<file path="config.mk">
export PLATFORM = sky130hd
export DESIGN_NAME = regfile_64x24_2r1w
export DESIGN_NICKNAME = d
export VERILOG_FILES = /design/src/source/regfile_pkg.sv /design/src/source/regfile_64x24_2r1w.sv /design/src/source/read_local_eval.sv /design/src/source/toysram_subarray.sv /design/src/source/array_port_latch.sv
export SDC_FILE = /design/constraint.sdc
export NUM_CORES = 2
export LEC_CHECK = 0
export ABC_AREA = 1
export BUFFER_PORTS_ARGS = -buffer_cell sky130_fd_sc_hd__clkbuf_2
export CAP_MARGIN = 5
export CELL_PAD_IN_SITES_DETAIL_PLACEMENT = 0
export CELL_PAD_IN_SITES_GLOBAL_PLACEMENT = 1
export CORE_AREA = 2 2 423 425
export DETAILED_ROUTE_END_ITERATION = 8
export DIE_AREA = 0 0 425 427
export PLACE_DENSITY = 0.85
export RECOVER_POWER = 50
export SLEW_MARGIN = 0
export SYNTH_ARGS = -nofsm -noshare
export SYNTH_HDL_FRONTEND = slang
export SYNTH_SLANG_ARGS = --single-unit
</file>
<file path="constraint.sdc">
create_clock -name clk -period 3.5 [get_ports clk]
set_input_delay 0.175 -clock clk [delete_from_list [all_inputs] [get_ports clk]]
set_output_delay 0.175 -clock clk [all_outputs]
set_load 0.01 [all_outputs]
</file>
<file path="src/source/regfile_pkg.sv">
package regfile_pkg;

   // array geometry
   localparam int NUM_WORDS  = 64;
   localparam int SUB_WORDS  = 16;
   localparam int SUB_BITS   = 12;
   localparam int NUM_GROUPS = NUM_WORDS / SUB_WORDS;
   localparam int NUM_HALVES = 2;
   localparam int NUM_SUBS   = NUM_GROUPS * NUM_HALVES;
   localparam int DATA_W     = SUB_BITS * NUM_HALVES;
   localparam int ADDR_W     = $clog2(NUM_WORDS);

   // bit 0 is a0, the most significant address bit
   typedef logic [0:ADDR_W-1] addr_t;

   // half h of a word is bits h*12 to h*12+11
   typedef logic [0:DATA_W-1] data_t;

   // half-word, also one bit-line bundle of a subarray
   typedef logic [0:SUB_BITS-1] half_t;

   // one line per subarray row
   typedef logic [0:SUB_WORDS-1] wl_t;

   // predecode groups, line i active when the decoded bits equal i
   typedef logic [0:1] pd2_t;
   typedef logic [0:3] pd4_t;

endpackage
</file>
<file path="src/source/regfile_64x24_2r1w.sv">
module regfile_64x24_2r1w (
   input  logic               clk,
   input  logic               arst_n,

   input  logic               rd0_en,
   input  regfile_pkg::addr_t rd0_addr,
   output regfile_pkg::data_t rd0_dat,

   input  logic               rd1_en,
   input  regfile_pkg::addr_t rd1_addr,
   output regfile_pkg::data_t rd1_dat,

   input  logic               wr_en,
   input  regfile_pkg::addr_t wr_addr,
   input  regfile_pkg::data_t wr_dat
);

   regfile_pkg::pd2_t  rd0_bank;
   regfile_pkg::pd4_t  rd0_a12;
   regfile_pkg::pd2_t  rd0_a3;
   regfile_pkg::pd4_t  rd0_a45;
   regfile_pkg::pd2_t  rd1_bank;
   regfile_pkg::pd4_t  rd1_a12;
   regfile_pkg::pd2_t  rd1_a3;
   regfile_pkg::pd4_t  rd1_a45;
   regfile_pkg::pd2_t  wr_bank;
   regfile_pkg::pd4_t  wr_a12;
   regfile_pkg::pd2_t  wr_a3;
   regfile_pkg::pd4_t  wr_a45;
   regfile_pkg::data_t wr_bits;

   regfile_pkg::half_t rbl0_n [regfile_pkg::NUM_SUBS];
   regfile_pkg::half_t rbl1_n [regfile_pkg::NUM_SUBS];

   array_port_latch u_latch (
      .clk      (clk),
      .arst_n   (arst_n),
      .rd0_en   (rd0_en),
      .rd0_addr (rd0_addr),
      .rd1_en   (rd1_en),
      .rd1_addr (rd1_addr),
      .wr_en    (wr_en),
      .wr_addr  (wr_addr),
      .wr_dat   (wr_dat),
      .rd0_bank (rd0_bank),
      .rd0_a12  (rd0_a12),
      .rd0_a3   (rd0_a3),
      .rd0_a45  (rd0_a45),
      .rd1_bank (rd1_bank),
      .rd1_a12  (rd1_a12),
      .rd1_a3   (rd1_a3),
      .rd1_a45  (rd1_a45),
      .wr_bank  (wr_bank),
      .wr_a12   (wr_a12),
      .wr_a3    (wr_a3),
      .wr_a45   (wr_a45),
      .wr_bits  (wr_bits)
   );

   // 4 word groups x 2 bit halves
   for (genvar g = 0; g < regfile_pkg::NUM_GROUPS; g++) begin : g_grp
      for (genvar h = 0; h < regfile_pkg::NUM_HALVES; h++) begin : g_half
         toysram_subarray #(
            .GROUP (g),
            .HALF  (h)
         ) u_sub (
            .clk      (clk),
            .rd0_bank (rd0_bank),
            .rd0_a12  (rd0_a12),
            .rd0_a3   (rd0_a3),
            .rd0_a45  (rd0_a45),
            .rd1_bank (rd1_bank),
            .rd1_a12  (rd1_a12),
            .rd1_a3   (rd1_a3),
            .rd1_a45  (rd1_a45),
            .wr_bank  (wr_bank),
            .wr_a12   (wr_a12),
            .wr_a3    (wr_a3),
            .wr_a45   (wr_a45),
            .wr_bits  (wr_bits[h*regfile_pkg::SUB_BITS +: regfile_pkg::SUB_BITS]),
            .rbl0_n   (rbl0_n[g*regfile_pkg::NUM_HALVES + h]),
            .rbl1_n   (rbl1_n[g*regfile_pkg::NUM_HALVES + h])
         );
      end
   end

   read_local_eval u_eval (
      .clk     (clk),
      .arst_n  (arst_n),
      .rbl0_n  (rbl0_n),
      .rbl1_n  (rbl1_n),
      .rd0_dat (rd0_dat),
      .rd1_dat (rd1_dat)
   );

endmodule

</file>
<file path="src/source/read_local_eval.sv">
module read_local_eval (
   input  logic               clk,
   input  logic               arst_n,

   // subarray s is group s/2, half s%2
   input  regfile_pkg::half_t rbl0_n [regfile_pkg::NUM_SUBS],
   input  regfile_pkg::half_t rbl1_n [regfile_pkg::NUM_SUBS],

   output regfile_pkg::data_t rd0_dat,
   output regfile_pkg::data_t rd1_dat
);

   regfile_pkg::data_t merge0;
   regfile_pkg::data_t merge1;

   // four groups per half, idle groups contribute zero
   always_comb begin
      merge0 = '0;
      merge1 = '0;
      for (int h = 0; h < regfile_pkg::NUM_HALVES; h++) begin
         for (int g = 0; g < regfile_pkg::NUM_GROUPS; g++) begin
            merge0[h*regfile_pkg::SUB_BITS +: regfile_pkg::SUB_BITS] =
               merge0[h*regfile_pkg::SUB_BITS +: regfile_pkg::SUB_BITS] |
               ~rbl0_n[g*regfile_pkg::NUM_HALVES + h];
            merge1[h*regfile_pkg::SUB_BITS +: regfile_pkg::SUB_BITS] =
               merge1[h*regfile_pkg::SUB_BITS +: regfile_pkg::SUB_BITS] |
               ~rbl1_n[g*regfile_pkg::NUM_HALVES + h];
         end
      end
   end

   // capture one edge after the port latch
   always_ff @(posedge clk or negedge arst_n) begin
      if (!arst_n) begin
         rd0_dat <= '0;
         rd1_dat <= '0;
      end else begin
         rd0_dat <= merge0;
         rd1_dat <= merge1;
      end
   end

endmodule

</file>
<file path="src/source/toysram_subarray.sv">
module toysram_subarray #(
   parameter int GROUP = 0,
   parameter int HALF  = 0
) (
   input  logic               clk,

   input  regfile_pkg::pd2_t  rd0_bank,
   input  regfile_pkg::pd4_t  rd0_a12,
   input  regfile_pkg::pd2_t  rd0_a3,
   input  regfile_pkg::pd4_t  rd0_a45,

   input  regfile_pkg::pd2_t  rd1_bank,
   input  regfile_pkg::pd4_t  rd1_a12,
   input  regfile_pkg::pd2_t  rd1_a3,
   input  regfile_pkg::pd4_t  rd1_a45,

   input  regfile_pkg::pd2_t  wr_bank,
   input  regfile_pkg::pd4_t  wr_a12,
   input  regfile_pkg::pd2_t  wr_a3,
   input  regfile_pkg::pd4_t  wr_a45,

   input  regfile_pkg::half_t wr_bits,

   output regfile_pkg::half_t rbl0_n,
   output regfile_pkg::half_t rbl1_n
);

   // group is a0 a1 with a0 picking the bank line
   localparam int BANK   = GROUP / 2;
   localparam int GRP_LO = GROUP % 2;

   regfile_pkg::wl_t   rwl0;
   regfile_pkg::wl_t   rwl1;
   regfile_pkg::wl_t   wwl;
   regfile_pkg::half_t mem [regfile_pkg::SUB_WORDS];
   regfile_pkg::half_t sel0;
   regfile_pkg::half_t sel1;

   // row is a2 a3 a4 a5
   for (genvar r = 0; r < regfile_pkg::SUB_WORDS; r++) begin : g_row
      localparam int A12 = GRP_LO * 2 + r / 8;
      localparam int A3  = (r / 4) % 2;
      localparam int A45 = r % 4;

      assign rwl0[r] = rd0_bank[BANK] & rd0_a12[A12] & rd0_a3[A3] & rd0_a45[A45];
      assign rwl1[r] = rd1_bank[BANK] & rd1_a12[A12] & rd1_a3[A3] & rd1_a45[A45];
      assign wwl[r]  = wr_bank[BANK] & wr_a12[A12] & wr_a3[A3] & wr_a45[A45];
   end

   // cell write
   always_ff @(posedge clk) begin
      for (int r = 0; r < regfile_pkg::SUB_WORDS; r++) begin
         if (wwl[r]) begin
            mem[r] <= wr_bits;
         end
      end
   end

   // dot-or of selected cells onto the precharged lines
   always_comb begin
      sel0 = '0;
      sel1 = '0;
      for (int r = 0; r < regfile_pkg::SUB_WORDS; r++) begin
         if (rwl0[r]) begin
            sel0 = sel0 | mem[r];
         end
         if (rwl1[r]) begin
            sel1 = sel1 | mem[r];
         end
      end
   end

   // pulled low where the cell holds 1
   assign rbl0_n = ~sel0;
   assign rbl1_n = ~sel1;

endmodule

</file>
<file path="src/source/array_port_latch.sv">
module array_port_latch (
   input  logic               clk,
   input  logic               arst_n,

   input  logic               rd0_en,
   input  regfile_pkg::addr_t rd0_addr,
   input  logic               rd1_en,
   input  regfile_pkg::addr_t rd1_addr,
   input  logic               wr_en,
   input  regfile_pkg::addr_t wr_addr,
   input  regfile_pkg::data_t wr_dat,

   output regfile_pkg::pd2_t  rd0_bank,
   output regfile_pkg::pd4_t  rd0_a12,
   output regfile_pkg::pd2_t  rd0_a3,
   output regfile_pkg::pd4_t  rd0_a45,

   output regfile_pkg::pd2_t  rd1_bank,
   output regfile_pkg::pd4_t  rd1_a12,
   output regfile_pkg::pd2_t  rd1_a3,
   output regfile_pkg::pd4_t  rd1_a45,

   output regfile_pkg::pd2_t  wr_bank,
   output regfile_pkg::pd4_t  wr_a12,
   output regfile_pkg::pd2_t  wr_a3,
   output regfile_pkg::pd4_t  wr_a45,

   output regfile_pkg::data_t wr_bits
);

   // 1 of 2 decode, [0] is the complement line
   function automatic regfile_pkg::pd2_t dec2(input logic en, input logic a);
      return {en & ~a, en & a};
   endfunction

   // 2 of 4 decode, a[0] is the more significant bit
   function automatic regfile_pkg::pd4_t dec4(input logic en, input logic [0:1] a);
      regfile_pkg::pd4_t lines;
      for (int i = 0; i < 4; i++) begin
         lines[i] = en && (a == 2'(i));
      end
      return lines;
   endfunction

   // decode ahead of the flops so the lines leave the latch registered
   always_ff @(posedge clk or negedge arst_n) begin
      if (!arst_n) begin
         rd0_bank <= '0;
         rd0_a12  <= '0;
         rd0_a3   <= '0;
         rd0_a45  <= '0;
         rd1_bank <= '0;
         rd1_a12  <= '0;
         rd1_a3   <= '0;
         rd1_a45  <= '0;
         wr_bank  <= '0;
         wr_a12   <= '0;
         wr_a3    <= '0;
         wr_a45   <= '0;
         wr_bits  <= '0;
      end else begin
         // read port 0
         rd0_bank <= dec2(rd0_en, rd0_addr[0]);
         rd0_a12  <= dec4(rd0_en, rd0_addr[1:2]);
         rd0_a3   <= dec2(rd0_en, rd0_addr[3]);
         rd0_a45  <= dec4(rd0_en, rd0_addr[4:5]);

         // read port 1
         rd1_bank <= dec2(rd1_en, rd1_addr[0]);
         rd1_a12  <= dec4(rd1_en, rd1_addr[1:2]);
         rd1_a3   <= dec2(rd1_en, rd1_addr[3]);
         rd1_a45  <= dec4(rd1_en, rd1_addr[4:5]);

         // write port, data travels with its word lines
         wr_bank  <= dec2(wr_en, wr_addr[0]);
         wr_a12   <= dec4(wr_en, wr_addr[1:2]);
         wr_a3    <= dec2(wr_en, wr_addr[3]);
         wr_a45   <= dec4(wr_en, wr_addr[4:5]);
         wr_bits  <= wr_dat;
      end
   end

endmodule

</file>
==> results.tsv <==
stage	metric	value	unit
cts	cts_buffers	176	
finish	drive_gt1_share	7.68	%
worst_setup_path	cp.buffers_inverters	2	
global_route	grt_max_degree	97	
die	std_cell_rows	155	
worst_hold_path	min_path_type	primary input to flop	
cts	cts_setup_buffers	0	
sta	fmax	287	MHz
place	place_congestion	1.05	
cts	path_clk_slew	0.06	ns
synth	synth_cells	9495	
place	dpl.hpwl	183000	um
finish	layout_common_cells	5,004 x nand2_1, 1,536 x edfxtp_1, 1,314 x inv_1, 493 x nor2_1, 287 x nand3_1	
finish	final_area	89900	um^2
cts	cts.path.max_buffers	3	
global_route	antenna_found_initial	16	
cts	root_buffer	clkbuf_16	
pwr	ir_drop	0.526	mV
detailed_routing	wl_per_cell	23.0	um
global_route	overflow	0	
worst_hold_path	hp-start	wr_dat[9]	
worst_setup_path	startpoint	u_latch.rd1_bank[0]$_DFF_PN0_	
worst_setup_path	cp_common_cell	nand2_1	
die	pin_count	95	
worst_setup_path	worstSetupEndpointType	flop	
cts	clk_latency	0.84	ns
synth	yosysTopAreaCell	edfxtp_1	
synth	ys_ff_latch	1644	
global_route	grtUsageMet2	47.7	%
detailed_routing	drt_iter0_drc	8546	
detailed_routing	wirelength	282000	um
place	port_buffers	94	
worst_setup_path	crit_type	flop to flop	
synth	yosysTopAreaCellShare	58.1	%
cts	cts.sinks	1644	
sta	max_slew.worst_pin.slew	3.16	ns
sta	post-route-period-util	99.5	%
detailed_routing	viasPerCell	5.21	
worst_setup_path	r2r-start	u_latch.rd1_bank[0]$_DFF_PN0_	
global_route	use_met1	39.9	%
sta	layout_min_cycle_time	3.48	ns
synth	synth.area.top_cells	edfxtp_1 58%, nand2_1 24%, inv_1 6.2%	
die	die_y	427	um
pwr	power_density	452	nW/um^2
synth	avgSynthCellArea	8.36	um^2
finish	areaGrowthSynthToFinish	13.3	%
worst_setup_path	cp_max_fo	24	
synth	syn_area	79300	um^2
sta	finalHoldViolations	0	
synth	synth_cell_type_count	18	
synth	yosysSeqAreaShare	61.5	%
worst_setup_path	path_cells	nand3_1 -> nor2_2 -> buf_4 -> nand2_1 -> nand2_1 -> inv_1 -> nand2_1 -> nor2_1 -> nand2_1 -> nor2_1 -> nand2_1	
sta	setup_viol	0	
cts	cts_htree_levels	4	
global_route	busiest_layer	met2	
pwr	p_leak	39.5	nW
sta	setup_tns	0	ns
die	core_region_area	177000	um^2
finish	layout.nets	9821	
synth	ys_warn_count	0	
place	place_area	83700	um^2
worst_setup_path	cpPeakStageDelay	0.92	ns
detailed_routing	vias	64000	
global_route	use_met3	5.93	%
status	violations	max-capacitance violations, max-slew violations	
synth	syn-num-nets	9542	
detailed_routing	ant_nets	0	
detailed_routing	drc_errors	0	
sta	relSlewSlack	-111	%
global_route	grt_pass1_vias	59200	
job	cap_violations	22	
sta	rsz0062_at_grt	no	
sta	fin_skew	0.0389	ns
worst_setup_path	crit_slowest_cell	nor2_1	
cts	cts_tree	built	
worst_setup_path	worst_ep_arrival_time	4.14	ns
status	status	finished with violations	
finish	final_common_cell	nand2_1	
worst_setup_path	worstPathRequired	4.16	ns
worst_setup_path	path_delay_family	simple AND/OR/NAND/NOR gates	
global_route	grt_pass1_wl	402000	um
global_route	grt.total_usage	30.9	%
detailed_routing	first_pass_iters	6	
die	die_area	181000	um^2
worst_setup_path	startpoint_type	flop	
die	die_width	425	um
die	initial_core_util	44.8	%
sta	slew_violations	1115	
[final timing paths]
check	slack (ns)	end	depth (start not counted)
max	0.02	u_eval.rd1_dat[19]$_DFF_PN0_	11
min	0.07	u_latch.wr_bits[9]$_DFF_PN0_	2
max reg2reg	0.02	u_eval.rd1_dat[19]$_DFF_PN0_	11
min reg2reg	0.72	u_eval.rd1_dat[1]$_DFF_PN0_	6
max in group asynchronous	0.13	u_eval.rd1_dat[0]$_DFF_PN0_	4
min in group asynchronous	0.58	u_latch.wr_bits[14]$_DFF_PN0_	4
[through the flow]
stage          total power [mW]  std cells  util, %  setup WS (ns)  hold WS (ns)
2_1_floorplan              22.3       9495        -           1.36        -0.121
3_3_place_gp               22.9      11900     47.2          0.334         0.261
3_5_place_dp               22.9      11900     47.2          0.319         0.249
4_1_cts                    40.7      12300     50.8          0.288       0.00642
5_1_grt                    41.5      12300     50.7         0.0172        0.0325
6_report                   40.7      12300     50.7         0.0177        0.0736
[cell type report]
type,count,area [um^2]
Sequential cell,1644,48800
Inverter,1405,5270
Multi-Input combinational cell,6136,24300
Clock buffer,238,4830
Antenna cell,6,15.0
Tap cell,2355,2950
Clock inverter,93,691
Timing Repair Buffer,411,2990
Fill cell,16200,87400
[routing by layer]
metal  share of wire (%)  wire length [um]  vias up
li1                    -                 -    29700
met1                  37            106000    30000
met2                  44            124000     3557
met3                  11             30700      693
met4                 7.6             21400        4
met5               0.010                29        -
[cell families after synthesis]
| kind of cell | share of synthesized area (%) |
|---|---|
| and+or+nand+nor | 29.7 |
| AOI/OAI and AO/OA | 0.303 |
| buffers and inverters | 8.46 |
| DFF | 61.5 |
[flip-flops by register name, summed over array words and instances (netlist names)]
register / flops
u_latch.rd0_a12: 4
u_latch.wr_a45: 4
u_eval.rd0_dat: 24
u_latch.wr_a12: 4
u_latch.rd0_a3: 2
u_latch.rd1_a45: 4
u_latch.rd0_bank: 2
u_latch.wr_a3: 2
u_eval.rd1_dat: 24
u_latch.rd0_a45: 4
u_latch.rd1_bank: 2
u_latch.rd1_a3: 2
g_grp.g_half.u_sub.mem: 1536
u_latch.wr_bank: 2
u_latch.wr_bits: 24
u_latch.rd1_a12: 4
[worst reg2reg max path, stage by stage, from the launching register on]
cell	delay, ns
dfrtp_1	0.49
nand3_1	0.56
nor2_2	0.05
buf_4	0.27
nand2_1	0.16
nand2_1	0.05
inv_1	0.04
nand2_1	0.06
nor2_1	0.42
nand2_1	0.13
nor2_1	0.92
nand2_1	0.16
[Yosys cell counts]
master,n
buf_1,10
buf_2,216
buf_4,1
clkbuf_1,83
clkinv_1,53
dfrtp_1,108
edfxtp_1,1536
inv_1,1314
inv_2,38
nand2_1,5004
nand3_1,287
nand3_2,1
nand4_1,98
nor2_1,647
nor2_2,27
nor3_1,24
o21ai_0,35
o21ai_1,13
[power by group]
group / internal [mW] / switching, mW
Sequential: 21.6 / 0.232
Clock: 10.1 / 7.98
Combinational: 0.147 / 0.629
Total: 31.8 / 8.84
[timing repair]
| action | 4_1_cts | 5_1_grt |
|---|---|---|
| resized for setup | 0 | 0 |
| endpoints found under the hold margin | 130 | 0 |
| endpoints found under the setup margin | 0 | 0 |
| hold buffers | 84 | 0 |
(Power assumes the default switching activity.)
